### src/design/l2_pkg.sv
`default_nettype none

package l2_pkg;

	////////////////////////////////////////////////////////////
	// widths
	////////////////////////////////////////////////////////////
	localparam int addr_w  = 16; // word address
	localparam int data_w  = 32;
	localparam int index_w = 4;
	localparam int tag_w   = addr_w - index_w;
	localparam int lines   = 1 << index_w;

	typedef enum logic [1:0] {
		d_none  = 2'd0,
		d_read  = 2'd1,
		d_write = 2'd2
	} d_op_e;

	typedef enum logic [1:0] {
		c_none            = 2'd0,
		c_index_load_tag  = 2'd1,
		c_index_store_tag = 2'd2,
		c_hit_writeback   = 2'd3
	} cache_op_e;

	typedef enum logic [3:0] {
		st_init,
		st_decode,
		st_op,
		st_hit_wb,
		st_iop,
		st_iwb,
		st_ifetch,
		st_istore,
		st_dop,
		st_dwb,
		st_dfetch,
		st_dstore
	} ctrl_state_e;

	typedef struct packed {
		logic             valid;
		logic             dirty;
		logic [tag_w-1:0] tag;
	} tag_entry_t;

	// commands from the controller to the datapath
	typedef struct packed {
		logic addr_sel;      // 1 = instruction address
		logic mem_addr_sel;  // 1 = victim tag for a writeback
		logic valid_wdata;
		logic valid_we;
		logic dirty_wdata;
		logic dirty_we;
		logic tag_src;       // 1 = maintenance tag input
		logic tag_we;
		logic data_src;      // 1 = memory read data
		logic data_we;
		logic tag_cap;       // index load capture
		logic use_cop_index; // address from maintenance port
	} ctrl_word_t;

	typedef struct packed {
		logic hit;
		logic valid;
		logic dirty;
	} line_status_t;

endpackage

`default_nettype wire

### src/design/l2_addr_path.sv
`timescale 1ns/10ps
`default_nettype none

module l2_addr_path (
	input  wire                        clk,
	input  wire                        rst,
	input  wire [l2_pkg::addr_w-1:0]   i_addr,
	input  wire [l2_pkg::addr_w-1:0]   d_addr,
	input  wire [l2_pkg::addr_w-1:0]   c_addr,
	input  wire l2_pkg::ctrl_word_t    ctrl,
	input  wire l2_pkg::tag_entry_t    victim,
	output logic [l2_pkg::index_w-1:0] index,
	output logic [l2_pkg::tag_w-1:0]   req_tag,
	output logic [l2_pkg::addr_w-1:0]  mem_addr,
	output l2_pkg::tag_entry_t         c_tag_out
);

	logic [l2_pkg::addr_w-1:0] req_addr;

	////////////////////////////////////////////////////////////
	// requester address
	////////////////////////////////////////////////////////////
	always_comb begin
		if (ctrl.use_cop_index)
			req_addr = c_addr;
		else if (ctrl.addr_sel)
			req_addr = i_addr;
		else
			req_addr = d_addr;
	end

	assign index   = req_addr[l2_pkg::index_w-1:0];
	assign req_tag = req_addr[l2_pkg::addr_w-1:l2_pkg::index_w];

	// writeback goes to the victim's own address
	assign mem_addr = ctrl.mem_addr_sel ? {victim.tag, index} : req_addr;

	////////////////////////////////////////////////////////////
	// index load tag result
	////////////////////////////////////////////////////////////
	always_ff @(posedge clk) begin
		if (rst)
			c_tag_out <= '0;
		else if (ctrl.tag_cap)
			c_tag_out <= victim; // holds until next index load
	end

endmodule

`default_nettype wire

### config.mk
export PLATFORM = sky130hd
export DESIGN_NAME = l2_addr_path
export DESIGN_NICKNAME = d
export VERILOG_FILES = /design/src/design/l2_pkg.sv /design/src/design/l2_addr_path.sv
export SDC_FILE = /design/constraint.sdc
export NUM_CORES = 1
export LEC_CHECK = 0
export BUFFER_PORTS_ARGS = -buffer_cell sky130_fd_sc_hd__buf_4
export CAP_MARGIN = 20
export CORE_MARGIN = 2
export CORE_UTILIZATION = 33
export DETAILED_ROUTE_END_ITERATION = 8
export PLACE_DENSITY = 0.77
export SLEW_MARGIN = 20
export SYNTH_ARGS = -nofsm -noshare
export SYNTH_HDL_FRONTEND = slang
export SYNTH_SLANG_ARGS = --single-unit
### constraint.sdc
create_clock -name clk -period 0.85 [get_ports clk]
set_input_delay 0.1275 -clock clk [delete_from_list [all_inputs] [get_ports clk]]
set_output_delay 0.1275 -clock clk [all_outputs]
set_load 0.05 [all_outputs]
==> out/qor.csv, run 1 <==
metric,value,unit
outcome,"complete, but fails checks",
failing checks,setup timing,
Netlist cell types,17,
Site Rows,22,
post-route cell area,3370,um2
Clk pwr share,17.5,%
RSZ-0062 raised after global routing,true,
LEAKAGE,1.50,nW
die area,4290,um2
Placed Cells,301,
Num CTS Buffers,3,
synth top area cells,"mux2i_1, dfxtp_1, a221oi_2",
total chip power,3.94,mW
Switch Pwr,1.66,mW
total grt overflow,0,
most flop-heavy register,c_tag_out,
drt wl/cell,21.6,um
share of cells above drive strength 1,79.1,%
initial antenna violation count,0,
CTS Sinks,14,
CP arrival,1.06,ns
Final Cycle Share,140,%
fin. max-slew vios,0,
Int Pwr,2.27,mW
Worst Hold Class,in2reg,
# fillers,126,
Iter 0 DRT Violations,76,
Synth area leader,mux2i_1,
"non-filler cells, final",321,
Mapped Cells,144,
"Net count, final",350,
critical-path maximum fanout,5,
Setup WS pre-CTS,-0.504,ns
Worst-path clk slew,0.06,ns
Post-Syn Area,1250,um2
Post-synth EDFFs,0,
core area,3660,um2
Final Setup Violations,46,
async set or reset register ratio after synthesis,0,%
CTS tree,done,
area of the multi-input gates,1350,um2
Tmin final,1.19,ns
Worst Setup Start Kind,input pin,
biggest regs,c_tag_out (14),
Layout Skew,0,ns
PD cells,1170,nW/um2
Routed WL,6940,um
Final Hold Vio Count,0,
share of the synthesized area in the top cell type,33.7,%
most frequent cells after synthesis,"mux2i_1, inv_1, nor2_1, dfxtp_1, nor3b_1",
DRC viols,0,
top-count cell post-synth,mux2i_1,
Final WS setup,-0.342,ns
via count,1662,
hold slack,0.111,ns
max reg flops,14,
vias in the first global route,1627,
count of antenna-violating nets left after detailed routing,0,
Comb pwr share,63.7,%
global-route wire length before repair,8180,um
Pre-antenna DRT Iters,4,
r2r setup slk,0,ns
syn_area_per_cell,8.67,um2
GP Congestion,0.801,
maximum vdd drop,0.732,mV
starting density of the core,34.1,%
Worst setup EP type,primary output,
Ports,122,
Net Sw Frac,42.3,%
CTS max path bufs,2,
fmax,839,MHz
register area,298,um2
vias per cell,5.18,
Worst EP required,0.72,ns
yosys warns,0,
max_cap viols,0,
Least-Margin Pin Slew,0.361,ns
All-Layer GR Usage,25.5,%
# diodes,0,
critical path type,in2out,
Clock H-tree levels,1,
Die W,65.5,um
Port Buffers,113,
largest net degree at the start of global routing,25,
root buffer cell,clkbuf_8,
post-synthesis sequential area ratio,22.4,%
Synth-to-Final Area Change,170,%
Die H,65.5,um
Flop pwr share,18.9,%
Main synth FF type,dfxtp_1,
Area after DPL,2580,um2
Syn Nets,220,
DP HPWL,3550,um
Yosys reg bits,14,
Worst slew margin,75.9,%
later-pin clock latency in the skew report,0.25,ns
worst max-delay path, stage by stage:
cell and delay (ns):
buf_12 0.12, buf_12 0.15, mux2i_4 0.21, a221oi_4 0.25, buf_6 0.20
cell usage in the layout (no fill, tap or decap), types with 3 or more instances in the layout:
master	instances
buf_4	77
buf_6	36
mux2i_4	24
inv_1	22
buf_8	15
mux2i_1	14
nor2_1	14
dfxtp_2	14
a221oi_4	10
nor3b_2	8
buf_12	8
mux2i_2	4
o21ai_4	4
clkbuf_8	4
buf_16	4
nand2_1	3
routing by layer:
layer | global-route usage (%) | share of wire, %
met1 | 27.5 | 35
met2 | 51.4 | 55
met3 | 5.48 | 7.8
met4 | 3.13 | 2.3
met5 | 0 | 0
path summary, 6_finish.rpt:
path                                  start                    endpoint  cells after the start
hold / removal                   victim[12]  c_tag_out[12]$_SDFFE_PP0P_                      3
setup / recovery                   ctrl[11]                mem_addr[13]                      5
hold reg to reg   c_tag_out[6]$_SDFFE_PP0P_   c_tag_out[6]$_SDFFE_PP0P_                      2
setup reg to reg  c_tag_out[3]$_SDFFE_PP0P_   c_tag_out[3]$_SDFFE_PP0P_                      3
timing repair:
action | in CTS | in global routing
cloned | 2 | 3
setup buffers | 5 | 6
hold buffers | 0 | 0
gates resized for setup | 106 | 9
endpoints found under the setup margin | 46 | 46
pin swaps | 12 | 1
cell families (layout without fill, tap and decap cells):
kind of cell    count (synthesis)  in the layout  share of synthesized area [%]
compound gates                 16             16                           13.6
buf+inv                        39            168                           16.3
flops                          14             14                           22.4
mux                            42             42                           33.7
simple gates                   33             33                           13.9
layout make-up:
type                       instances  area share [%]
inverter                          22            2.45
tap                               48            1.78
timing repair buffer             142            45.3
clock buffer                       4            1.63
multi-input combinational         91            40.0
sequential                        14            8.82
metrics by stage:
| step | util (%) | TNS (ns) |
|---|---|---|
| 2_1_floorplan | - | -8.97 |
| 3_3_place_gp | 70.5 | -12.86 |
| 3_5_place_dp | 70.5 | -13.27 |
| 4_1_cts | 87.7 | -7.55 |
| 5_1_grt | 92.2 | -8.85 |
| 6_report | 92.2 | -8.16 |
power groups by stage:
stage / combinational, mW / sequential (mW) / clock [mW]
finish: 2.51 / 0.743 / 0.688
global route: 2.58 / 0.745 / 0.712
CTS: 2.35 / 0.738 / 0.667
detailed placement: 1.96 / 0.739 / 0
global placement: 1.95 / 0.737 / 0
floorplan: 1.28 / 0.874 / 0
Note: power is estimated with default switching activity, not from simulation.
==> run 2, diff against run 1 <==
ABC_AREA = 1   (was not set)
CORE_UTILIZATION = 30   (was 33)
PLACE_DENSITY = 0.76   (was 0.77)
==> out/qor.csv, run 2 <==
metric,value,unit,change
wl on met1,2310,um,-5.7%
Worst Hold Class,in2reg,,
Area after DPL,2240,um2,-13%
critical path type,in2out,,
critical-path maximum fanout,11,,+6
vias in the first global route,1825,,+12%
CP arrival,0.84,ns,-0.22 ns
Top Metal Used,met4,,
async set or reset register ratio after synthesis,0,%,unchanged
root buffer cell,clkbuf_4,,
Net Sw Frac,43.2,%,+0.91 points
outcome,"complete, but fails checks",,
share of the synthesized area in the top cell type,27.9,%,-5.8 points
DRC viols,0,,unchanged
Worst-path clk slew,0.10,ns,+0.04 ns
Ports,122,,unchanged
Comb pwr share,64.2,%,+0.5 points
Main synth FF type,dfxtp_1,,
setup_tns,-3.90,ns,+4.26 ns
largest net degree at the start of global routing,18,,-28%
global-route wire length before repair,8750,um,+6.9%
synth top area cells,"nand2_1, dfxtp_1, nand3_1",,
die area,4080,um2,-4.9%
Clk pwr share,14.4,%,-3.1 points
utilization after layout,87.5,%,-4.7 points
fin. max-slew vios,0,,unchanged
Setup WS pre-CTS,-0.376,ns,+0.128 ns
register area,298,um2,unchanged
Worst setup EP type,primary output,,
LEAKAGE,1.44,nW,-4.5%
met3 WL post-DR,521,um,-3.3%
Routed WL,6370,um,-8.3%
max_cap viols,0,,unchanged
total chip power,3.44,mW,-13%
"Critical Path, Cell by Cell",buf_12 > inv_8 > or2_4 > and2_4 > buf_8,,
Int Pwr,1.96,mW,-14%
Crit-path slowest cell,or2_4,,
fmax,1030,MHz,+23%
Die W,63.9,um,-2.5%
# diodes,0,,unchanged
Switch Pwr,1.49,mW,-11%
Num CTS Buffers,3,,unchanged
Port Buffers,113,,unchanged
failing checks,setup timing,,
Pre-antenna DRT Iters,4,,unchanged
starting density of the core,31.7,%,-2.4 points
Final Cycle Share,114,%,-26 points
CTS Sinks,14,,unchanged
# fillers,161,,+28%
Synth area leader,nand2_1,,
Worst EP required,0.72,ns,about the same
biggest regs,c_tag_out (14),,
RSZ-0062 raised after global routing,true,,
Least-Margin Pin Slew,0.201,ns,-0.160 ns
core area,3390,um2,-7.4%
Site Rows,21,,-4.5%
Iter 0 DRT Violations,154,,+100%
later-pin clock latency in the skew report,0.30,ns,+0.05 ns
top-count cell post-synth,nand2_1,,
Final Setup Violations,46,,unchanged
"Net count, final",391,,+12%
maximum vdd drop,0.616,mV,-16%
met2 wire length,3340,um,-12%
Die H,63.9,um,-2.5%
yosys warns,0,,unchanged
Layout Skew,0,ns,unchanged
Final WS setup,-0.122,ns,+0.219 ns
share of cells above drive strength 1,75.5,%,-3.6 points
CTS tree,done,,
highest-count cells in the layout ignoring fill and taps,"buf_4, nand2_1, buf_8",,
vias per cell,5.06,,-2.3%
Netlist cell types,14,,-3
Tmin final,0.972,ns,-0.219 ns
Yosys reg bits,14,,unchanged
Post-synth EDFFs,0,,unchanged
area of the multi-input gates,1090,um2,-19%
initial antenna violation count,0,,unchanged
PD cells,1160,nW/um2,-0.58%
post-synthesis sequential area ratio,26.0,%,+3.6 points
most frequent cells after synthesis,"nand2_1, nand3_1, a21oi_1, dfxtp_1, and2_1",,
DP HPWL,3640,um,+2.5%
CTS max path bufs,2,,unchanged
Clock H-tree levels,1,,unchanged
syn_area_per_cell,5.79,um2,-33%
drt wl/cell,17.7,um,-18%
via count,1821,,+9.6%
GP Congestion,0.854,,+6.6%
Flop pwr share,21.4,%,+2.5 points
Post-Syn Area,1080,um2,-14%
Syn Nets,262,,+19%
Worst Setup Start Kind,input pin,,
Mapped Cells,186,,+29%
max reg flops,14,,unchanged
Worst slew margin,86.6,%,+11 points
Final Hold Vio Count,0,,unchanged
"commonest non-fill, non-tap cell in the layout",buf_4,,
count of antenna-violating nets left after detailed routing,0,,unchanged
most flop-heavy register,c_tag_out,,
Synth-to-Final Area Change,176,%,
post-route cell area,2970,um2,-12%
highest cell delay on the worst timing path,0.24,ns,about the same
total grt overflow,0,,unchanged
All-Layer GR Usage,26.7,%,+1.1 points
==> run 2: cell count changes in the layout (fill, tap and decap cells not counted), moves of 13 or more <==
cell     previous run  this run
mux2i_4            24         0
nor2_1             14         1
nand3_2             0        16
a21oi_1             0        14
mux2i_1            14         0
inv_1              22         1
nand2_1             3        59
buf_8              15        32
buf_6              36        19
==> run 2: final timing paths <==
kind | slack, ns | startpoint | to | depth (start not counted)
worst min-delay path | 0.09 | victim[11] | c_tag_out[11]$_SDFFE_PP0P_ | 3
worst min register to register | 0.49 | c_tag_out[3]$_SDFFE_PP0P_ | c_tag_out[3]$_SDFFE_PP0P_ | 2
worst max-delay path | -0.12 | ctrl[0] | req_tag[2] | 5
worst max register to register | 0.06 | c_tag_out[10]$_SDFFE_PP0P_ | c_tag_out[10]$_SDFFE_PP0P_ | 3
==> run 2: layer usage <==
| metal | up-vias | track usage (%) |
|---|---|---|
| met2 | 108 | 47.8 |
| met5 | - | 0 |
| li1 | 849 | - |
| met3 | 18 | 5.11 |
| met4 | 0 | 11.1 |
| met1 | 846 | 30.6 |
==> run 2: cell families after synthesis <==
logic type	after synthesis	synth area share, %
buf+inv	18	9.30
flops	14	26.0
compound gates	22	10.2
simple gates	132	54.4
==> run 2: what timing repair did <==
action,in CTS,in global routing
gates resized for setup,125,28
buffers inserted,2,5
gates cloned,2,2
pin swaps,4,8
hold buffers,0,0
setup endpoints to repair,46,46
==> run 2: final cells by class <==
type                    count  area share (%)
flip-flops and latches     14            10.0
multi-input cells         154            36.9
repair buffers            136            47.6
repair inverters            2           0.928
well taps                  46            1.94
inverters                   4            1.35
clock buffers               4            1.22
==> run 2: power groups by stage <==
stage / registers, mW / clock network (mW) / logic (mW)
2_1_floorplan: 0.858 / 0 / 1.01
3_3_place_gp: 0.731 / 0 / 1.69
3_5_place_dp: 0.733 / 0 / 1.70
4_1_cts: 0.728 / 0.479 / 2.05
5_1_grt: 0.737 / 0.534 / 2.29
6_report: 0.735 / 0.497 / 2.21
==> run 2: through the flow <==
step	hold WS, ns	instances
6_report	0.0913	360
5_1_grt	0.110	360
4_1_cts	0.0978	353
3_5_place_dp	0.390	345
3_3_place_gp	0.387	345
2_1_floorplan	0.189	186
==> run 2: critical path, delay by kind of cell <==
| family | cells | cell delay (ns) |
|---|---|---|
| buf+inv | 3 | 0.30 |
| simple gates | 2 | 0.40 |
