$ cat src/design/l2_pkg.sv
`default_nettype none

package l2_pkg;

	////////////////////////////////////////////////////////////
	// widths
	////////////////////////////////////////////////////////////
	localparam int addr_w  = 16; // word address
	localparam int data_w  = 32;
	localparam int index_w = 4;
	localparam int tag_w   = addr_w - index_w;
	localparam int lines   = 1 << index_w;

	typedef enum logic [1:0] {
		d_none  = 2'd0,
		d_read  = 2'd1,
		d_write = 2'd2
	} d_op_e;

	typedef enum logic [1:0] {
		c_none            = 2'd0,
		c_index_load_tag  = 2'd1,
		c_index_store_tag = 2'd2,
		c_hit_writeback   = 2'd3
	} cache_op_e;

	typedef enum logic [3:0] {
		st_init,
		st_decode,
		st_op,
		st_hit_wb,
		st_iop,
		st_iwb,
		st_ifetch,
		st_istore,
		st_dop,
		st_dwb,
		st_dfetch,
		st_dstore
	} ctrl_state_e;

	typedef struct packed {
		logic             valid;
		logic             dirty;
		logic [tag_w-1:0] tag;
	} tag_entry_t;

	// commands from the controller to the datapath
	typedef struct packed {
		logic addr_sel;      // 1 = instruction address
		logic mem_addr_sel;  // 1 = victim tag for a writeback
		logic valid_wdata;
		logic valid_we;
		logic dirty_wdata;
		logic dirty_we;
		logic tag_src;       // 1 = maintenance tag input
		logic tag_we;
		logic data_src;      // 1 = memory read data
		logic data_we;
		logic tag_cap;       // index load capture
		logic use_cop_index; // address from maintenance port
	} ctrl_word_t;

	typedef struct packed {
		logic hit;
		logic valid;
		logic dirty;
	} line_status_t;

endpackage

`default_nettype wire

$ cat src/design/l2_data_store.sv
`timescale 1ns/10ps
`default_nettype none

module l2_data_store (
	input  wire                        clk,
	input  wire [l2_pkg::index_w-1:0]  index,
	input  wire [l2_pkg::data_w-1:0]   cpu_wdata,
	input  wire [l2_pkg::data_w-1:0]   mem_rdata,
	input  wire l2_pkg::ctrl_word_t    ctrl,
	output logic [l2_pkg::data_w-1:0]  rdata
);

	logic [l2_pkg::data_w-1:0] data_q [l2_pkg::lines];

	always_ff @(posedge clk) begin
		if (ctrl.data_we)
			data_q[index] <= ctrl.data_src ? mem_rdata : cpu_wdata;
	end

	// memory data forwarded while a fetch is in progress
	assign rdata = ctrl.data_src ? mem_rdata : data_q[index];

endmodule

`default_nettype wire

$ cat config.mk
export PLATFORM = sky130hd
export DESIGN_NAME = l2_data_store
export DESIGN_NICKNAME = d
export VERILOG_FILES = /design/src/design/l2_pkg.sv /design/src/design/l2_data_store.sv
export SDC_FILE = /design/constraint.sdc
export NUM_CORES = 1
export LEC_CHECK = 0
export ABC_AREA = 1
export CORE_UTILIZATION = 25
export DETAILED_ROUTE_END_ITERATION = 16
export DONT_BUFFER_PORTS = 1
export PLACE_DENSITY_LB_ADDON = 0.05
export SLEW_MARGIN = 30
export SYNTH_ARGS = -nofsm -noshare
export SYNTH_HDL_FRONTEND = slang
export SYNTH_SLANG_ARGS = --single-unit
$ cat constraint.sdc
create_clock -name clk -period 2.8 [get_ports clk]
set_clock_uncertainty 0.1 [all_clocks]
set_input_delay 0 -clock clk [delete_from_list [all_inputs] [get_ports clk]]
set_output_delay 0 -clock clk [all_outputs]
set_load 0.02 [all_outputs]
==> impl_metrics.tcl, run 1 <==
set metrics [dict create \
    yosys-top-cells-area "edfxtp_1 (70%), nand2_1 (25%), buf_2 (1.1%), buf_6 (1.0%), o21ai_1 (0.73%)" \
    clock-sinks 512 \
    slowest_stage "inv_2" \
    slowest_delay_ns 0.81 \
    p_per_area_nw_per_um2 663.2 \
    clockBufferDepth 3 \
    fin_util_pct 29.65 \
    finalHoldViolCount 70 \
    crit_chain "dlygate4sd3_1 > nand2_1 > inv_2 > buf_4 > nand2_1 > nand2_1 > o21ai_1 > nand2_1" \
    period_share_pct 93.88 \
    cts_tree "done" \
    cp-end-kind "output pin" \
    dr.pass1.iters 5 \
    ys_warn_count 0 \
    h-tree-depth 2 \
    path_max_fanout 24 \
    layout.nets 2306 \
    internal-power_w 0.01301 \
    final.setup.tns_ns 0 \
    yosysTopAreaCell "edfxtp_1" \
    setup_violations 0 \
    coreArea_um2 86620 \
    power.leakage_nw 10.38 \
    drt-total-wl_um 68570 \
    cts_root_buf "clkbuf_16" \
    gr-total-overflow 0 \
    antenna_found_initial 0 \
    yosys.area_share.simple_pct 25.74 \
    synth_top_family_by_area "simple AND/OR/NAND/NOR gates" \
    synth_nets 2237 \
    critPathBufInv 3 \
    dp_hpwl_um 32030 \
    n_antenna_cell 0 \
    critPathKind "in -> out" \
    die_area_um2 88540 \
    ys_seq_elements 512 \
    crit_path_frequent_cell "nand2_1" \
    synth_area_um2 21840 \
    tightest_slew_ns 0.9611 \
    synth_compound_area_share_pct 0.7334 \
    period_minus_slack_ns 2.629 \
    min_from "mem_rdata[7]" \
    die_y_um 297.6 \
    fmaxAchievable_mhz 380.4 \
    drc 0 \
    crit_required_ns 2.70 \
    hp-class "in -> reg" \
    start_kind "input port" \
    areaGrowthSynthToFinish_pct 17.61 \
    p_switching_w 0.004023 \
    ys_seq_area_share_pct 70.41 \
    dr_total_vias 14340 \
    status "finished with violations" \
    power_frac_clock_pct 41.8 \
    hold_depth 2 \
    post_cts_resized 0 \
    largest_reg_flops 512 \
    crit_arrival_ns 2.53 \
    io_buffers 0 \
    drv_cap 0 \
    synthMuxAreaShare_pct 0 \
    path_delay_family "buffers and inverters" \
    drive_gt1_share_pct 5.989 \
    slew_headroom_pct 35.83 \
    filler_cell_count 8987 \
    holdBufCountCts 73 \
    cts_buffers 60 \
    grt_pass1_vias 14090 \
    drt-initial-drc-count 903 \
    num_rows 108 \
    grt_max_degree 260 \
    vdd_drop_max_mv 0.4750 \
    gp_congestion 0.6707 \
    grt_setup_unrepaired "false" \
    p_comb_share_pct 7.1 \
    groute.usage.overall_pct 15.42 \
    synth_top_area_share_pct 70.41 \
    p_seq_share_pct 51.1 \
    reg_top3 "data_q (512)" \
    syn_inst 2156 \
    die_w_um 297.6 \
    synth_xor_area_share_pct 0 \
    viasPerCell 4.187 \
    slew_violations 0 \
    holdPathEnd "data_q[4][7]" \
    synth_fa_ha_area_share_pct 0 \
    antenna_left 0 \
    regMostFlops "data_q" \
    synth_cell_types 13 \
    syn_avg_cell_area_um2 10.13 \
    cts.reportedPaths.clkPinSlew_ns 0.06 \
    grt_pass1_wl_um 99540 \
    switching_share_pct 23.62 \
    cts_setup_buffers 0 \
    routedWlPerCell_um 20.01 \
    hold_ws_ns -0.02890 \
    start_util_pct 25.21 \
    failed_checks "negative hold slack" \
    boundaryPins 113 \
]
-- how the worst max path moves through the flow --
stage	endpoint	depth (start not counted)	from
2_1_floorplan	data_q[5][0]	6	index[1]
3_3_place_gp	data_q[14][9]	4	index[0]
3_5_place_dp	data_q[14][9]	4	index[0]
4_1_cts	rdata[1]	8	index[3]
5_1_grt	rdata[31]	8	index[3]
6_report	rdata[31]	8	index[3]
-- cells in the mapped netlist (all sizes together) --
library cell	count
buf	80
inv	7
edfxtp	512
nand3	4
nor2	18
o21ai	32
clkinv	1
clkbuf	28
nand2	1474
-- power groups by stage --
stage               Sequential [W]  Clock [W]  Combinational (W)
floorplan                  0.00885          0           0.000839
global placement           0.00886          0            0.00112
detailed placement         0.00886          0            0.00113
CTS                        0.00870    0.00740            0.00125
global route               0.00871    0.00768            0.00138
finish                     0.00870    0.00713            0.00121
-- logic make-up (layout without fill, tap and decap cells) --
| kind of cell | after synthesis | count (layout) |
|---|---|---|
| AOI/OAI and AO/OA | 32 | 32 |
| buffers and inverters | 116 | 231 |
| DFF | 512 | 512 |
| and+or+nand+nor | 1496 | 1496 |
-- area by class of cell --
type / count / area (µm²) / share of cell area (%)
Sequential cell: 512 / 15370 / 59.87
Multi-Input combinational cell: 1528 / 5916 / 23.03
Clock buffer: 78 / 1569 / 6.109
Tap cell: 1155 / 1445 / 5.627
Timing Repair Buffer: 115 / 1156 / 4.502
Clock inverter: 30 / 180.2 / 0.7016
Inverter: 8 / 41.29 / 0.1608
-- stage by stage --
| stage | power [W] | setup slack [ns] | instances | area [µm²] |
|---|---|---|---|---|
| after floorplan | 0.009693 | 0.2065 | 2156 | 21840 |
| after global placement | 0.009981 | 0.7404 | 3245 | 23190 |
| after detailed placement | 0.009989 | 0.7364 | 3245 | 23190 |
| after CTS | 0.01735 | 0.1479 | 3426 | 25680 |
| after global routing | 0.01777 | 0.1238 | 3426 | 25680 |
| final | 0.01703 | 0.1713 | 3426 | 25680 |
-- cells in the final DEF (no fill, tap or decap), drive strengths merged --
master and count:
bufinv 1, clkbuf 78, o21ai 32, nand2 1474
nor2 18, dlygate4sd3 72, nand3 4, inv 9
edfxtp 512, clkinv 28, buf 43
-- metal layers --
layer | up-vias | global-route usage (%) | part of all wire (%)
met5 | - | 0 | 0
met4 | 0 | 2.847 | 1.3
met3 | 72 | 2.155 | 3.0
met2 | 161 | 25.76 | 47
met1 | 6975 | 21.34 | 48
li1 | 7135 | - | -
Note: power is estimated with default switching activity, not from simulation.
==> run 2: changes to the inputs <==
SETUP_SLACK_MARGIN = 0.4   (was default)
==> impl_metrics.tcl, run 2 (synthesis gave the netlist of run 1 again) <==
set metrics [dict create \
    die_area_um2 88540 \
    routedWlPerCell_um 19.95 \
    start_kind "input port" \
    drt-total-wl_um 67890 \
    p_seq_share_pct 49.7 \
    status "finished with violations" \
    path_max_fanout 4 \
    dp_hpwl_um 31670 \
    reg_top3 "data_q (512)" \
    start_util_pct 25.21 \
    layout.cells.most_common_list "nand2_1 (1474), edfxtp_1 (512), clkbuf_16 (69)" \
    place_ws_ns 0.8865 \
    dr.pass1.iters 5 \
    cts.reportedPaths.clkPinSlew_ns 0.06 \
    cts_tree "done" \
    vdd_drop_max_mv 0.3811 \
    grt_max_degree 260 \
    io_buffers 0 \
    power.leakage_nw 10.38 \
    failed_checks "negative hold slack" \
    drc 0 \
    drt-initial-drc-count 702 \
    tightest_slew_ns 0.7279 \
    grt_setup_unrepaired "false" \
    cts_setup_buffers 0 \
    seqCellArea_um2 15370 \
    p_per_area_nw_per_um2 681.5 \
    switching_share_pct 23.13 \
    setup_violations 0 \
    cts_root_buf "clkbuf_16" \
    crit_arrival_ns 2.34 \
    num_rows 108 \
    period_minus_slack_ns 2.139 \
    clock-sinks 512 \
    viasPerCell 4.193 \
    grt_pass1_wl_um 99070 \
    layout.nets 2283 \
    worst_slack_ns 0.6615 \
    drv_cap 0 \
    die_y_um 297.6 \
    antenna_found_initial 1 \
    n_antenna_cell 0 \
    filler_cell_count 8938 \
    h-tree-depth 3 \
    slew_headroom_pct 51.48 \
    cts_buffers 66 \
    grt_pass1_vias 14410 \
    finalHoldViolCount 46 \
    crit_required_ns 3.00 \
    boundaryPins 113 \
    mostFrequentLayoutCell "nand2_1" \
    final.setup.tns_ns 0 \
    cp-end-kind "register" \
    hp-class "in -> reg" \
    multiInputGateArea_um2 5916 \
    p_comb_share_pct 6.7 \
    clockBufferDepth 3 \
    groute.usage.overall_pct 15.41 \
    antenna_left 0 \
    gp_congestion 0.6731 \
    hold_ws_ns -0.01740 \
    coreArea_um2 86620 \
    dr_total_vias 14270 \
    largest_reg_flops 512 \
    areaGrowthSynthToFinish_pct 17.62 \
    internal-power_w 0.01346 \
    power_frac_clock_pct 43.6 \
    regMostFlops "data_q" \
    drive_gt1_share_pct 6.317 \
    gr-total-overflow 0 \
    final_cell_area_um2 25680 \
    p_switching_w 0.004048 \
    die_w_um 297.6 \
    fmaxAchievable_mhz 467.6 \
    critPathKind "in -> reg" \
    slew_violations 0 \
    dpl_cell_area_um2 23290 \
    period_share_pct 76.38 \
]
run 2: changes by cell type in the layout (fill, tap and decap cells not counted), sizes merged:
| cell | delta |
|---|---|
| buf | -4 |
| dlymetal6s4s | +1 |
| dlygate4sd3 | -26 |
| bufinv | -1 |
| clkbuf | +7 |
run 2: power groups by stage:
stage	combinational, W	sequential, W	clock [W]
after detailed placement	0.00114	0.00886	0
final	0.00117	0.00870	0.00764
after global routing	0.00134	0.00871	0.00821
after CTS	0.00121	0.00870	0.00794
after global placement	0.00114	0.00886	0
after floorplan	0.000840	0.00885	0
run 2: through the flow:
step	util [%]	std cells	hold slack [ns]	power (W)
global route	29.65	3403	0.01727	0.01826
global placement	26.89	3242	0.1032	0.009998
detailed placement	26.89	3242	0.1038	0.01001
floorplan	-	2156	0.08877	0.009693
CTS	29.65	3403	0.0001779	0.01785
finish	29.65	3403	-0.01740	0.01750
run 2: timing repair:
item                                   CTS  global route
setup endpoints to repair                0            18
gates resized for setup                  0             1
hold buffers                            47             0
endpoints found under the hold margin  448             0
run 2: path summary, 6_finish.rpt:
kind,slack (ns),startpoint,depth (start not counted),to
worst max-delay path,0.66,ctrl[2],7,data_q[10][25]
worst min-delay path,-0.02,mem_rdata[0],2,data_q[11][0]
run 2: layout make-up:
cell class | count | area share [%]
timing repair buffer | 86 | 3.858
clock buffer | 85 | 6.956
tap | 1155 | 5.626
sequential | 512 | 59.86
multi-input combinational | 1528 | 23.03
inverter | 8 | 0.1608
clock inverter | 29 | 0.5066
run 2: worst max-delay path: stages:
cell	delay, ns
dlygate4sd3_1	0.63
nand3_1	0.09
dlygate4sd3_1	0.56
buf_4	0.18
nor2_4	0.13
dlygate4sd3_1	0.59
buf_4	0.15
run 2: routing by layer:
layer	vias to the layer above	global-route usage, %	share of wire (%)
met5	-	0	0
met4	0	3.952	1.6
li1	7081	-	-
met1	6941	20.38	47
met2	175	26.15	48
met3	73	2.396	3.2
==> run 3: changes to the inputs <==
clock period = 2 ns   (was 2.8 ns; I/O delays follow)
==> impl_metrics.tcl, run 3 (synthesis gave the netlist of run 1 again) <==
set metrics [dict create \
    place_ws_ns 0.3494 \
    p_seq_share_pct 50.2 \
    dr.pass1.iters 5 \
    power_frac_clock_pct 41.9 \
    drc 0 \
    start_kind "register" \
    holdPathEnd "data_q[0][31]" \
    viasPerCell 4.204 \
    p_switching_w 0.005720 \
    p_comb_share_pct 7.8 \
    layout.cells.most_common_list "nand2_1 (1397), edfxtp_1 (512), nand2_2 (67)" \
    largest_reg_flops 512 \
    status "finished with violations" \
    cts_setup_buffers 0 \
    die_y_um 297.6 \
    boundaryPins 113 \
    regMostFlops "data_q" \
    internal-power_w 0.01852 \
    antenna_found_initial 0 \
    h-tree-depth 2 \
    grt_max_degree 259 \
    drv_cap 0 \
    dr_total_vias 14480 \
    final.setup.tns_ns 0 \
    io_buffers 0 \
    hp-class "in -> reg" \
    slew_headroom_pct 55.27 \
    reg_top3 "data_q (512)" \
    cts_root_buf "clkbuf_16" \
    vdd_drop_max_mv 0.5534 \
    cp-end-kind "output pin" \
    routedWlPerCell_um 19.93 \
    num_rows 108 \
    crit_required_ns 1.90 \
    p_per_area_nw_per_um2 912.4 \
    grt_setup_unrepaired "true" \
    layout.nets 2320 \
    crit_arrival_ns 1.70 \
    gp_congestion 0.7046 \
    die_w_um 297.6 \
    drt-initial-drc-count 730 \
    period_share_pct 89.95 \
    cts_tree "done" \
    start_util_pct 25.21 \
    gr-total-overflow 0 \
    clock-sinks 512 \
    power.leakage_nw 10.59 \
    seqCellArea_um2 15370 \
    failed_checks "negative hold slack" \
    hold_ws_ns -0.008475 \
    groute.usage.overall_pct 15.51 \
    die_area_um2 88540 \
    clockBufferDepth 3 \
    path_max_fanout 1 \
    min_from "mem_rdata[31]" \
    cts_buffers 60 \
    multiInputGateArea_um2 6404 \
    filler_cell_count 8862 \
    slew_violations 0 \
    critPathKind "reg -> out" \
    switching_share_pct 23.60 \
    period_minus_slack_ns 1.799 \
    setup_violations 0 \
    drive_gt1_share_pct 12.15 \
    tightest_slew_ns 0.6700 \
    dp_hpwl_um 32930 \
    drt-total-wl_um 68650 \
    hold_depth 2 \
    cts.reportedPaths.clkPinSlew_ns 0.06 \
    finalHoldViolCount 9 \
    mostFrequentLayoutCell "nand2_1" \
    fmaxAchievable_mhz 555.9 \
    areaGrowthSynthToFinish_pct 21.64 \
    antenna_left 0 \
    grt_pass1_wl_um 99750 \
    worst_slack_ns 0.2010 \
    coreArea_um2 86620 \
    grt_pass1_vias 14260 \
]
run 3: how the worst max path moves through the flow:
stage | startpoint | to | slack [ns]
6_report | data_q[14][21] | rdata[21] | 0.20
3_5_place_dp | index[0] | rdata[14] | 0.35
3_3_place_gp | index[0] | rdata[14] | 0.30
5_1_grt | data_q[7][27] | rdata[27] | 0.07
4_1_cts | data_q[8][10] | rdata[10] | 0.12
2_1_floorplan | index[0] | data_q[4][0] | 0.40
run 3: power by group through the flow:
stage	registers, W	clock network, W	logic, W
2_1_floorplan	0.0124	0	0.00122
3_3_place_gp	0.0124	0	0.00167
3_5_place_dp	0.0124	0	0.00168
4_1_cts	0.0122	0.0106	0.00193
5_1_grt	0.0122	0.0109	0.00214
6_report	0.0122	0.0102	0.00190
run 3: worst max-delay path, cell delays in order, from the launching register on:
cell and delay (ns):
edfxtp_1 0.36, nand2_1 0.07, nand2_1 0.05, nand2_1 0.05
nand2_1 0.06, nand2_1 0.05, nand2_1 0.07, o21ai_2 0.24
nand2_2 0.14
run 3: what timing repair did:
item	in CTS	in global routing
resized for setup	91	38
hold buffers	64	0
pin swaps	80	94
setup endpoints to repair	32	32
hold endpoints to repair	996	0
run 3: per-stage QoR:
step	power, W	area, µm²	cells	util, %
2_1_floorplan	0.01361	22080	2156	-
3_3_place_gp	0.01407	23680	3268	27.34
3_5_place_dp	0.01408	23680	3268	27.34
4_1_cts	0.02468	26440	3443	30.52
5_1_grt	0.02528	26560	3443	30.66
6_report	0.02424	26560	3444	30.67
run 3: layout make-up:
type,instances,share of cell area [%]
Sequential cell,512,57.88
Multi-Input combinational cell,1528,24.11
Clock buffer,78,5.987
Timing Repair Buffer,129,5.653
Tap cell,1155,5.441
Clock inverter,33,0.7490
Inverter,8,0.1696
Antenna cell,1,0.009421
run 3: metal layers:
layer,global-route usage [%],up-vias,part of all wire [%]
met5,0,-,0
met4,4.111,0,2.3
met3,2.228,85,3.2
met2,24.88,184,46
met1,21.82,7046,49
li1,-,7162,-
