<file path="config.mk">
export PLATFORM = sky130hd
export DESIGN_NAME = l2_tag_store
export DESIGN_NICKNAME = d
export VERILOG_FILES = /design/src/design/l2_pkg.sv /design/src/design/l2_tag_store.sv
export SDC_FILE = /design/constraint.sdc
export NUM_CORES = 1
export LEC_CHECK = 0
export BUFFER_PORTS_ARGS = -buffer_cell sky130_fd_sc_hd__buf_2
export CAP_MARGIN = 20
export CORE_MARGIN = 2
export CORE_UTILIZATION = 55
export CTS_CLUSTER_SIZE = 10
export DETAILED_ROUTE_END_ITERATION = 12
export GPL_TIMING_DRIVEN = 0
export PLACE_DENSITY = 0.76
export SLEW_MARGIN = 20
export SYNTH_ARGS = -nofsm -noshare
export SYNTH_HDL_FRONTEND = slang
export SYNTH_SLANG_ARGS = --single-unit
</file>
<file path="constraint.sdc">
create_clock -name clk -period 3.8 [get_ports clk]
set_input_delay 0.76 -clock clk [delete_from_list [all_inputs] [get_ports clk]]
set_output_delay 0.76 -clock clk [all_outputs]
set_load 0.005 [all_outputs]
</file>
<file path="src/design/l2_pkg.sv">
`default_nettype none

package l2_pkg;

	////////////////////////////////////////////////////////////
	// widths
	////////////////////////////////////////////////////////////
	localparam int addr_w  = 16; // word address
	localparam int data_w  = 32;
	localparam int index_w = 4;
	localparam int tag_w   = addr_w - index_w;
	localparam int lines   = 1 << index_w;

	typedef enum logic [1:0] {
		d_none  = 2'd0,
		d_read  = 2'd1,
		d_write = 2'd2
	} d_op_e;

	typedef enum logic [1:0] {
		c_none            = 2'd0,
		c_index_load_tag  = 2'd1,
		c_index_store_tag = 2'd2,
		c_hit_writeback   = 2'd3
	} cache_op_e;

	typedef enum logic [3:0] {
		st_init,
		st_decode,
		st_op,
		st_hit_wb,
		st_iop,
		st_iwb,
		st_ifetch,
		st_istore,
		st_dop,
		st_dwb,
		st_dfetch,
		st_dstore
	} ctrl_state_e;

	typedef struct packed {
		logic             valid;
		logic             dirty;
		logic [tag_w-1:0] tag;
	} tag_entry_t;

	// commands from the controller to the datapath
	typedef struct packed {
		logic addr_sel;      // 1 = instruction address
		logic mem_addr_sel;  // 1 = victim tag for a writeback
		logic valid_wdata;
		logic valid_we;
		logic dirty_wdata;
		logic dirty_we;
		logic tag_src;       // 1 = maintenance tag input
		logic tag_we;
		logic data_src;      // 1 = memory read data
		logic data_we;
		logic tag_cap;       // index load capture
		logic use_cop_index; // address from maintenance port
	} ctrl_word_t;

	typedef struct packed {
		logic hit;
		logic valid;
		logic dirty;
	} line_status_t;

endpackage

`default_nettype wire

</file>
<file path="src/design/l2_tag_store.sv">
`timescale 1ns/10ps
`default_nettype none

module l2_tag_store (
	input  wire                              clk,
	input  wire                              rst,
	input  wire [l2_pkg::index_w-1:0]        index,
	input  wire [l2_pkg::tag_w-1:0]          req_tag,
	input  wire l2_pkg::tag_entry_t          cop_tag,
	input  wire l2_pkg::ctrl_word_t          ctrl,
	output l2_pkg::line_status_t             status,
	output l2_pkg::tag_entry_t               entry
);

	logic [l2_pkg::lines-1:0] valid_q;
	logic [l2_pkg::lines-1:0] dirty_q;
	logic [l2_pkg::tag_w-1:0] tag_q [l2_pkg::lines];

	// flag bits clear on reset
	always_ff @(posedge clk) begin
		if (rst) begin
			valid_q <= '0;
			dirty_q <= '0;
		end else begin
			if (ctrl.valid_we)
				valid_q[index] <= ctrl.tag_src ? cop_tag.valid : ctrl.valid_wdata;
			if (ctrl.dirty_we)
				dirty_q[index] <= ctrl.tag_src ? cop_tag.dirty : ctrl.dirty_wdata;
		end
	end

	always_ff @(posedge clk) begin
		if (ctrl.tag_we)
			tag_q[index] <= ctrl.tag_src ? cop_tag.tag : req_tag;
	end

	always_comb begin
		entry.valid  = valid_q[index];
		entry.dirty  = dirty_q[index];
		entry.tag    = tag_q[index];
		status.hit   = entry.valid && (entry.tag == req_tag);
		status.valid = entry.valid;
		status.dirty = entry.dirty; // victim state on a miss
	end

endmodule

`default_nettype wire

</file>
==> results of run 1 <==
per-stage QoR:
step                      hold WS, ns  setup TNS [ns]  cell area [um^2]  cells
after floorplan                 0.485               0              9560    572
after global placement          0.502          -0.385             10100    846
after detailed placement        0.511          -0.383             10100    846
after CTS                       0.440               0             10900    882
after global routing            0.465        -0.00243             11000    888
final                           0.442               0             11000    888
layout make-up:
class / instances / area (um^2) / area share
Timing Repair Buffer: 55 / 290 / 0.0265
Inverter: 3 / 11.3 / 0.00103
Clock buffer: 35 / 684 / 0.0624
Multi-Input combinational cell: 304 / 2910 / 0.265
Buffer: 40 / 358 / 0.0327
Sequential cell: 224 / 6410 / 0.585
Clock inverter: 2 / 21.3 / 0.00194
Tap cell: 225 / 282 / 0.0257
power groups by stage:
| stage | logic, uW | clock network, uW | registers, uW |
|---|---|---|---|
| 2_1_floorplan | 287 | 0 | 2800 |
| 3_3_place_gp | 427 | 0 | 2800 |
| 3_5_place_dp | 443 | 0 | 2800 |
| 4_1_cts | 457 | 2150 | 2750 |
| 5_1_grt | 504 | 2250 | 2760 |
| 6_report | 478 | 2140 | 2750 |
layout by cell type, fill, tap and decap left out, types with 2 or more instances in the layout:
cell	Yosys	routed
a31oi_2	0	4
inv_1	3	3
nand2b_1	9	9
and2_1	18	18
mux2_2	16	16
buf_4	4	11
clkbuf_4	2	3
clkbuf_16	0	26
a21oi_1	40	39
xnor2_2	1	2
xor2_1	8	8
nand2_1	22	22
o22ai_1	3	2
clkbuf_1	13	20
o21ai_1	1	5
buf_2	5	51
clkbuf_8	3	3
mux2i_1	38	36
a221o_1	2	2
buf_6	6	7
mux4_1	7	7
a31oi_1	6	2
buf_1	4	3
nor2_1	13	12
a211oi_1	33	33
nor3_1	9	8
a22oi_1	12	12
mux2i_2	0	2
edfxtp_1	192	192
buf_16	0	2
o221ai_1	3	2
nor4_1	3	2
dfxtp_1	32	32
mux4_2	34	34
o21ai_2	2	2
buf_12	3	2
xnor2_1	5	4
o21ai_0	6	2
layer usage:
layer	up-vias	global-route usage	routed length [um]
met4	0	0.128	1160
met5	-	0	0
met3	99	0.0544	2370
met2	377	0.452	12000
met1	2888	0.352	9190
li1	2456	-	-
sequential cells by signal (all words and copies together) (netlist names):
signal	count
dirty_q	16
tag_q	192
valid_q	16
cell usage after synthesis (5+ instances only):
cell	n
xnor2_1	5
buf_2	5
and2_1	18
mux2i_1	38
nor2_1	13
dfxtp_1	32
nor3_1	9
mux4_2	34
nand2_1	22
a21oi_1	40
a31oi_1	6
o21ai_0	6
xor2_1	8
nand2b_1	9
mux2_2	16
clkbuf_1	13
mux4_1	7
a22oi_1	12
a211oi_1	33
edfxtp_1	192
buf_6	6
kinds of logic (layout without fill, tap and decap cells):
| family | after synthesis | count (layout) |
|---|---|---|
| buf+inv | 44 | 135 |
| simple gates | 79 | 79 |
| compound gates | 115 | 115 |
| mux | 96 | 96 |
| flops | 224 | 224 |
| xor+xnor | 14 | 14 |
repair_timing:
action | 4_1_cts | 5_1_grt
hold buffers | 0 | 0
setup endpoints to repair | 2 | 1
pin swaps | 3 | 3
buffers inserted | 0 | 6
resized for setup | 19 | 14
worst max path at each step:
stage	start	to	slack, ns	cells past startpoint
final	index[0]	status[2]	0.04	10
after global routing	index[0]	status[2]	-0.002	12
after CTS	index[0]	status[2]	0.02	10
after detailed placement	index[1]	status[2]	-0.38	10
after global placement	index[1]	status[2]	-0.38	10
after floorplan	index[0]	status[0]	0.41	8
==> impl_metrics.json, run 1 <==
{
  "final-setup-viol-count": 0,
  "maxSlewViolCount": 0,
  "grt_pass1_wl_um": 36000,
  "p_clk_frac": 0.399,
  "crit_type": "primary input to output port",
  "fp.dieW_um": 136,
  "fin_ws_ns": 0.0445,
  "final_util": 0.640,
  "overflow": 0,
  "ios": 61,
  "period_minus_slack_ns": 3.76,
  "clkTransAtPathRegs_ns": 0.06,
  "dp_hpwl_um": 15800,
  "cts_tree": "yes",
  "synthArstFlopShare": 0,
  "syn_area_um2": 9560,
  "reg2reg_from": "dirty_q[8]",
  "antenna_found_initial": 0,
  "synth_top_family_by_area": "multiplexers",
  "clock_tree.root_cell": "clkbuf_16",
  "r2r_end": "dirty_q[8]",
  "synth_compound_area_frac": 0.0804,
  "die-height_um": 136,
  "synth_top_area_share": 0.603,
  "antenna_left": 0,
  "fillers": 1215,
  "syn-instance-count": 572,
  "drt_iter0_markers": 559,
  "maxCapViolCount": 0,
  "ys.flop_type": "edfxtp_1",
  "syn-num-nets": 616,
  "max_stage_delay_ns": 0.52,
  "status": "complete, no violations",
  "post_drt_wl_per_cell_um": 27.8,
  "core_area_um2": 17100,
  "crit_arrival_ns": 3.00,
  "cp_cell_sequence": "buf_6 > buf_12 > mux4_2 > nor2_1 > a211oi_4 > xnor2_2 > o221ai_2 > nor4_2 > and4_1 > buf_2",
  "intPower_uw": 4170,
  "place.gp.congestion": 0.885,
  "routed_via_density": 6.55,
  "nets": 698,
  "finalCritPeriodShare": 0.988,
  "place_ws_ns": -0.383,
  "p_comb_frac": 0.089,
  "p_sw_frac": 0.225,
  "synth_area_per_cell_um2": 16.7,
  "cpMaxStageDelayCell": "mux4_2",
  "track_usage": 0.274,
  "syn_to_final_growth_pct": 14.7,
  "start_util": 0.558,
  "cts_sinks": 224,
  "cts_buffers": 26,
  "skew_ns": 0,
  "ys_top_cells_by_area": "edfxtp_1 (60%), mux4_2 (8.0%), dfxtp_1 (6.7%)",
  "ir_drop_mv": 0.516,
  "ys_types": 47,
  "synth_xor_area_frac": 0.0136,
  "drc": 0,
  "synth-simple-area-share": 0.0415,
  "crit_buf_inv": 3,
  "synth_warnings": 0,
  "cp.required_ns": 3.04,
  "p_leak_uw": 0.00369,
  "drive_gt1_frac": 0.275,
  "grt_start_max_net_pins": 20,
  "r2r_cells": 2,
  "design_power_total_uw": 5380,
  "min_to": "dirty_q[15]",
  "synthMuxAreaShare": 0.160,
  "tightest_slew_ns": 1.01,
  "ys_ff_latch": 224,
  "dr.pass1.iters": 5,
  "die_area_um2": 18400,
  "p_per_area_nw_per_um2": 490,
  "maxSlewHeadroom": 0.324,
  "crit_family": "simple AND/OR/NAND/NOR gates",
  "yosysSeqAreaShare": 0.670,
  "synthAdderAreaFrac": 0,
  "io_buffers": 49,
  "reg2reg_setup_slack_ns": 3.01,
  "seqPwrFrac": 0.512,
  "holdCritStartpoint": "rst",
  "first_global_vias": 5915,
  "holdCritPathClass": "primary input to register",
  "ctsLongestPathBuffers": 3,
  "worst-path-max-fanout": 10,
  "synth_edf_count": 192,
  "insertedDiodeCount": 0,
  "p_switching_uw": 1210,
  "routed_wl_um": 24700,
  "cp-end-kind": "output port",
  "max_freq_mhz": 266,
  "rows": 48,
  "hold_depth": 2,
  "finalHoldViolations": 0,
  "synth_largest_area_cell": "edfxtp_1",
  "num_vias": 5820,
  "startpoint_type": "primary input",
  "htree_levels": 1,
  "insertion_delay_ns": 0.53
}
Power figures use the tool's default switching activity.
==> run 2: changes to the inputs <==
Settings changed: ABC_AREA set to 1, PLACE_DENSITY 0.76 to 0.79.
Clock period 3.8 ns to 3.4 ns, I/O delays scaled along.
==> run 2 against run 1 <==
- utilization grew 1.8 points
- combinational power up 21%
- first-iteration DRC count rose by 69%
- register-to-register slack got worse by 0.30 ns
- worst setup slack improved by 0.12 ns
- routed wire length up 15%
- worst hold slack got worse by 0.052 ns
- global-route usage grew 1.3 points
- synthesized cell count rose by 91%
- critical path depth is 3 higher
- via count is 42% higher
==> impl_metrics.json, run 2 <==
{
  "maxSlewHeadroom": 0.310,
  "ys_types": 26,
  "fp.dieW_um": 139,
  "crit_type": "primary input to output port",
  "syn-num-nets": 1138,
  "ys.flop_type": "edfxtp_1",
  "num_vias": 8292,
  "synth_largest_area_cell": "edfxtp_1",
  "ir_drop_mv": 0.427,
  "reg_top3": "tag_q (192), dirty_q (16), valid_q (16)",
  "p_leak_uw": 0.00495,
  "max_freq_mhz": 309,
  "track_usage": 0.287,
  "die_area_um2": 19400,
  "postPlaceCellArea_um2": 10900,
  "first_global_vias": 7628,
  "start_util": 0.560,
  "synth_top_area_share": 0.573,
  "startpoint_type": "primary input",
  "largest_reg_flops": 192,
  "p_per_area_nw_per_um2": 523,
  "cts_tree": "yes",
  "cp.required_ns": 2.72,
  "drt_iter0_markers": 942,
  "regMostFlops": "tag_q",
  "ios": 61,
  "syn-instance-count": 1094,
  "synth_edf_count": 192,
  "cpMaxStageDelayCell": "clkbuf_4",
  "final-setup-viol-count": 0,
  "rows": 49,
  "die-height_um": 139,
  "cts_sinks": 224,
  "overflow": 0,
  "status": "complete, no violations",
  "dr.pass1.iters": 8,
  "synth_warnings": 0,
  "routed_via_density": 5.69,
  "place.gp.congestion": 0.854,
  "syn_to_final_growth_pct": 17.5,
  "layout_common_cells": "nand2_1 (569), edfxtp_1 (192), buf_2 (74)",
  "whs_ns": 0.390,
  "max_stage_delay_ns": 0.27,
  "insertedDiodeCount": 0,
  "synthArstFlopShare": 0,
  "period_minus_slack_ns": 3.24,
  "ctsLongestPathBuffers": 3,
  "worst-path-max-fanout": 10,
  "ys_top_cells_by_area": "edfxtp_1 (57%), nand2_1 (21%), dfxtp_1 (6.4%)",
  "tightest_slew_ns": 1.03,
  "fin_area_um2": 11800,
  "clock_tree.root_cell": "clkbuf_16",
  "cp_cell_sequence": "clkbuf_4 > nand2_2 > clkinvlp_4 > clkbuf_4 > nand2_1 > nand2_1 > nor2_2 > a21oi_2 > nand2_1 > nor2_1 > nand2_1 > nor2_1 > buf_2",
  "syn_area_um2": 10100,
  "cts_buffers": 26,
  "grt_pass1_wl_um": 42800,
  "synth.most_common_cell": "nand2_1",
  "insertion_delay_ns": 0.51,
  "rsz0062_at_grt": "false",
  "io_buffers": 51,
  "finalHoldViolations": 0,
  "routed_wl_um": 28400,
  "yosysSeqAreaShare": 0.637,
  "synth_top_cells_by_count": "nand2_1 (572), edfxtp_1 (192), inv_1 (47)",
  "drive_gt1_frac": 0.156,
  "finalCritPeriodShare": 0.953,
  "dp_hpwl_um": 19100,
  "ys_ff_latch": 224,
  "post_drt_wl_per_cell_um": 19.5,
  "synth_area_per_cell_um2": 9.20,
  "drc": 0,
  "clkTransAtPathRegs_ns": 0.05,
  "core_area_um2": 18000,
  "final_common_cell": "nand2_1",
  "skew_ns": 0,
  "maxCapViolCount": 0,
  "antenna_found_initial": 1,
  "crit_arrival_ns": 2.56,
  "maxSlewViolCount": 0,
  "cp-end-kind": "output port",
  "cpMostUsedCell": "nand2_1",
  "grt_start_max_net_pins": 17,
  "antenna_left": 0,
  "holdCritPathClass": "primary input to register",
  "htree_levels": 1,
  "nets": 1253
}
run 2: worst paths after layout:
check / cells past startpoint / slack [ns] / from / endpoint
worst min-delay path: 2 / 0.39 / rst / valid_q[12]
worst max-delay path: 13 / 0.16 / index[3] / status[2]
worst min register to register: 2 / 0.46 / dirty_q[1] / dirty_q[1]
worst max register to register: 2 / 2.71 / valid_q[10] / valid_q[10]
run 2: metrics by stage:
step | power, uW | setup slack (ns) | cells | utilization | TNS [ns]
6_report | 6180 | 0.160 | 1457 | 0.658 | 0
5_1_grt | 6350 | 0.0269 | 1457 | 0.658 | 0
4_1_cts | 6160 | 0.00200 | 1456 | 0.653 | 0
3_5_place_dp | 3670 | -0.334 | 1408 | 0.609 | -0.334
3_3_place_gp | 3640 | -1.71 | 1374 | 0.590 | -118.25
2_1_floorplan | 3460 | 0.353 | 1094 | - | 0
run 2: cell type report:
type	instances	area (um^2)
Buffer	59	380
Clock buffer	46	757
Clock inverter	1	5.00
Fill cell	1359	6140
Inverter	51	198
Multi-Input combinational cell	760	3260
Sequential cell	224	6410
Tap cell	229	287
Timing Repair Buffer	87	534
run 2: timing repair:
| action | in CTS | in global routing |
|---|---|---|
| setup buffers | 1 | 0 |
| gates resized for setup | 4 | 44 |
| cloned | 0 | 0 |
| endpoints found under the setup margin | 1 | 1 |
| hold buffers | 0 | 0 |
run 2: critical path, delay by kind of cell:
kind / cells / cell delay, ns
compound gates: 1 / 0.24
buf+inv: 4 / 0.79
simple gates: 8 / 0.85
run 2: cell families after synthesis:
| logic type | after synthesis | share of synthesized area |
|---|---|---|
| and+or+nand+nor | 684 | 0.267 |
| DFF | 224 | 0.637 |
| buffers and inverters | 110 | 0.0516 |
| AOI/OAI and AO/OA | 73 | 0.0414 |
| muxes | 3 | 0.00323 |
run 2: where the power goes:
group          switching (uW)  internal, uW
Combinational             407           169
Clock                    1040          1490
Sequential               14.0          3060
run 2: metal layers:
metal / vias to the layer above / GRT usage / part of all wire
met5: - / 0 / 0.00046
met4: 2 / 0.139 / 0.049
met3: 108 / 0.0434 / 0.12
met2: 597 / 0.438 / 0.44
met1: 3762 / 0.406 / 0.39
li1: 3823 / - / -
==> run 3: changes to the inputs <==
Settings changed: ABC_AREA 1 to unset, CORE_UTILIZATION 55 to 54, PLACE_DENSITY 0.79 to 0.78.
==> run 3 against run 2 <==
- the flow now finishes with violations (negative setup slack)
- worst hold slack worse by 0.013 ns
- clock skew is the same
- fmax is 8.4% lower
==> impl_metrics.json, run 3 (synthesis gave the netlist of run 1 again) <==
{
  "status": "complete, but fails checks",
  "violations": "negative setup slack",
  "fp.dieW_um": 137,
  "ctsLongestPathBuffers": 3,
  "track_usage": 0.273,
  "p_clk_frac": 0.408,
  "place.gp.congestion": 0.911,
  "crit_arrival_ns": 2.86,
  "ir_drop_mv": 0.468,
  "dr.pass1.iters": 7,
  "skew_ns": 0,
  "p_comb_frac": 0.091,
  "worst_setup_path_startpoint": "index[0]",
  "startpoint_type": "primary input",
  "start_util": 0.552,
  "cp-end-kind": "output port",
  "period_minus_slack_ns": 3.54,
  "first_global_vias": 5935,
  "max_freq_mhz": 283,
  "reg_top3": "tag_q (192), dirty_q (16), valid_q (16)",
  "htree_levels": 1,
  "hold_depth": 2,
  "num_vias": 5955,
  "p_sw_frac": 0.225,
  "die_area_um2": 18800,
  "grt_start_max_net_pins": 17,
  "drt_iter0_markers": 656,
  "drive_gt1_frac": 0.290,
  "final-setup-viol-count": 1,
  "post_drt_wl_per_cell_um": 27.7,
  "ctsHoldBuffers": 0,
  "crit_type": "primary input to output port",
  "worst-path-max-fanout": 7,
  "layout_common_cells": "edfxtp_1 (192), buf_2 (50), mux2i_1 (38), a21oi_1 (38), mux4_2 (36)",
  "routed_via_density": 6.66,
  "regMostFlops": "tag_q",
  "cp.required_ns": 2.72,
  "overflow": 0,
  "fin_area_um2": 11100,
  "cts_sinks": 224,
  "p_per_area_nw_per_um2": 551,
  "syn_to_final_growth_pct": 16.5,
  "rsz0062_at_grt": "true",
  "finalHoldViolations": 0,
  "antenna_left": 0,
  "insertion_delay_ns": 0.53,
  "intPower_uw": 4750,
  "maxSlewViolCount": 0,
  "clkTransAtPathRegs_ns": 0.06,
  "reg2reg_from": "dirty_q[3]",
  "holdCritStartpoint": "rst",
  "ios": 61,
  "io_buffers": 49,
  "dp_hpwl_um": 15400,
  "maxCapViolCount": 0,
  "tns_ns": -0.136,
  "core_area_um2": 17300,
  "clock_tree.root_cell": "clkbuf_16",
  "grt_pass1_wl_um": 36500,
  "final_common_cell": "edfxtp_1",
  "p_leak_uw": 0.00377,
  "insertedDiodeCount": 0,
  "tightest_slew_ns": 1.06,
  "drc": 0,
  "fin_ws_ns": -0.136,
  "die-height_um": 137,
  "p_switching_uw": 1380,
  "holdCritPathClass": "primary input to register",
  "seqPwrFrac": 0.502,
  "finalCritPeriodShare": 1.04,
  "postPlaceCellArea_um2": 10100,
  "antenna_found_initial": 0,
  "rows": 48,
  "largest_reg_flops": 192,
  "r2r_cells": 2,
  "maxSlewHeadroom": 0.284,
  "nets": 704,
  "routed_wl_um": 24700,
  "cts_tree": "yes",
  "cts_buffers": 26
}
[run 3: changes by cell type in the layout (fill, tap and decap cells not counted), moves of 23 or more]
| cell | change |
|---|---|
| a21oi_1 | +23 |
| buf_2 | -24 |
| inv_1 | -43 |
| mux2i_1 | +37 |
| mux4_2 | +36 |
| nand2_1 | -549 |
| nand3_1 | -31 |
| nor2_1 | -30 |
[run 3: per-layer routing]
metal  wire length, um  GRT usage  part of all wire  vias to the layer above
met5                 0          0                 0                        -
met4              1180      0.114             0.048                        0
met3              2430     0.0674             0.098                       87
met2             11700      0.439              0.47                      394
met1              9410      0.358              0.38                     3013
li1                  -          -                 -                     2461
[run 3: final cells by class]
class	instances	area, um^2
buffer	41	360
clock buffer	35	684
multi-input combinational	304	2940
fill	1207	6170
sequential	224	6410
clock inverter	2	60.1
tap	225	282
timing repair buffer	60	382
inverter	3	11.3
[run 3: worst max-delay path: stages]
cell      delay, ns
buf_12         0.09
buf_12         0.14
buf_12         0.13
buf_6          0.09
mux4_2         0.49
nand2b_4       0.17
a21oi_4        0.19
a31oi_4        0.07
xor2_2         0.22
nor4_2         0.21
and4_1         0.25
buf_2          0.12
[run 3: what timing repair did]
| action | in CTS | in global routing |
|---|---|---|
| pin swaps | 7 | 4 |
| cloned | 1 | 0 |
| setup buffers | 9 | 1 |
| gates resized for setup | 37 | 9 |
| setup endpoints to repair | 5 | 2 |
[run 3: path summary, 6_finish.rpt]
kind | slack, ns | end
max | -0.14 | status[2]
min reg2reg | 0.52 | dirty_q[13]
min | 0.38 | dirty_q[15]
max reg2reg | 2.62 | dirty_q[3]
[run 3: through the flow]
step | total power (uW) | worst slack [ns] | hold WS [ns] | utilization | instances
floorplan | 3450 | 0.167 | 0.485 | - | 572
global placement | 3600 | -0.619 | 0.501 | 0.583 | 846
detailed placement | 3630 | -0.565 | 0.514 | 0.583 | 846
CTS | 6130 | -0.116 | 0.369 | 0.640 | 893
global route | 6280 | -0.195 | 0.388 | 0.643 | 894
finish | 6130 | -0.136 | 0.376 | 0.643 | 894
[run 3: power groups by stage]
stage / clock network [uW] / registers, uW / logic, uW
6_report: 2500 / 3080 / 557
3_5_place_dp: 0 / 3130 / 493
3_3_place_gp: 0 / 3130 / 477
2_1_floorplan: 0 / 3130 / 321
4_1_cts: 2510 / 3080 / 538
5_1_grt: 2610 / 3080 / 591
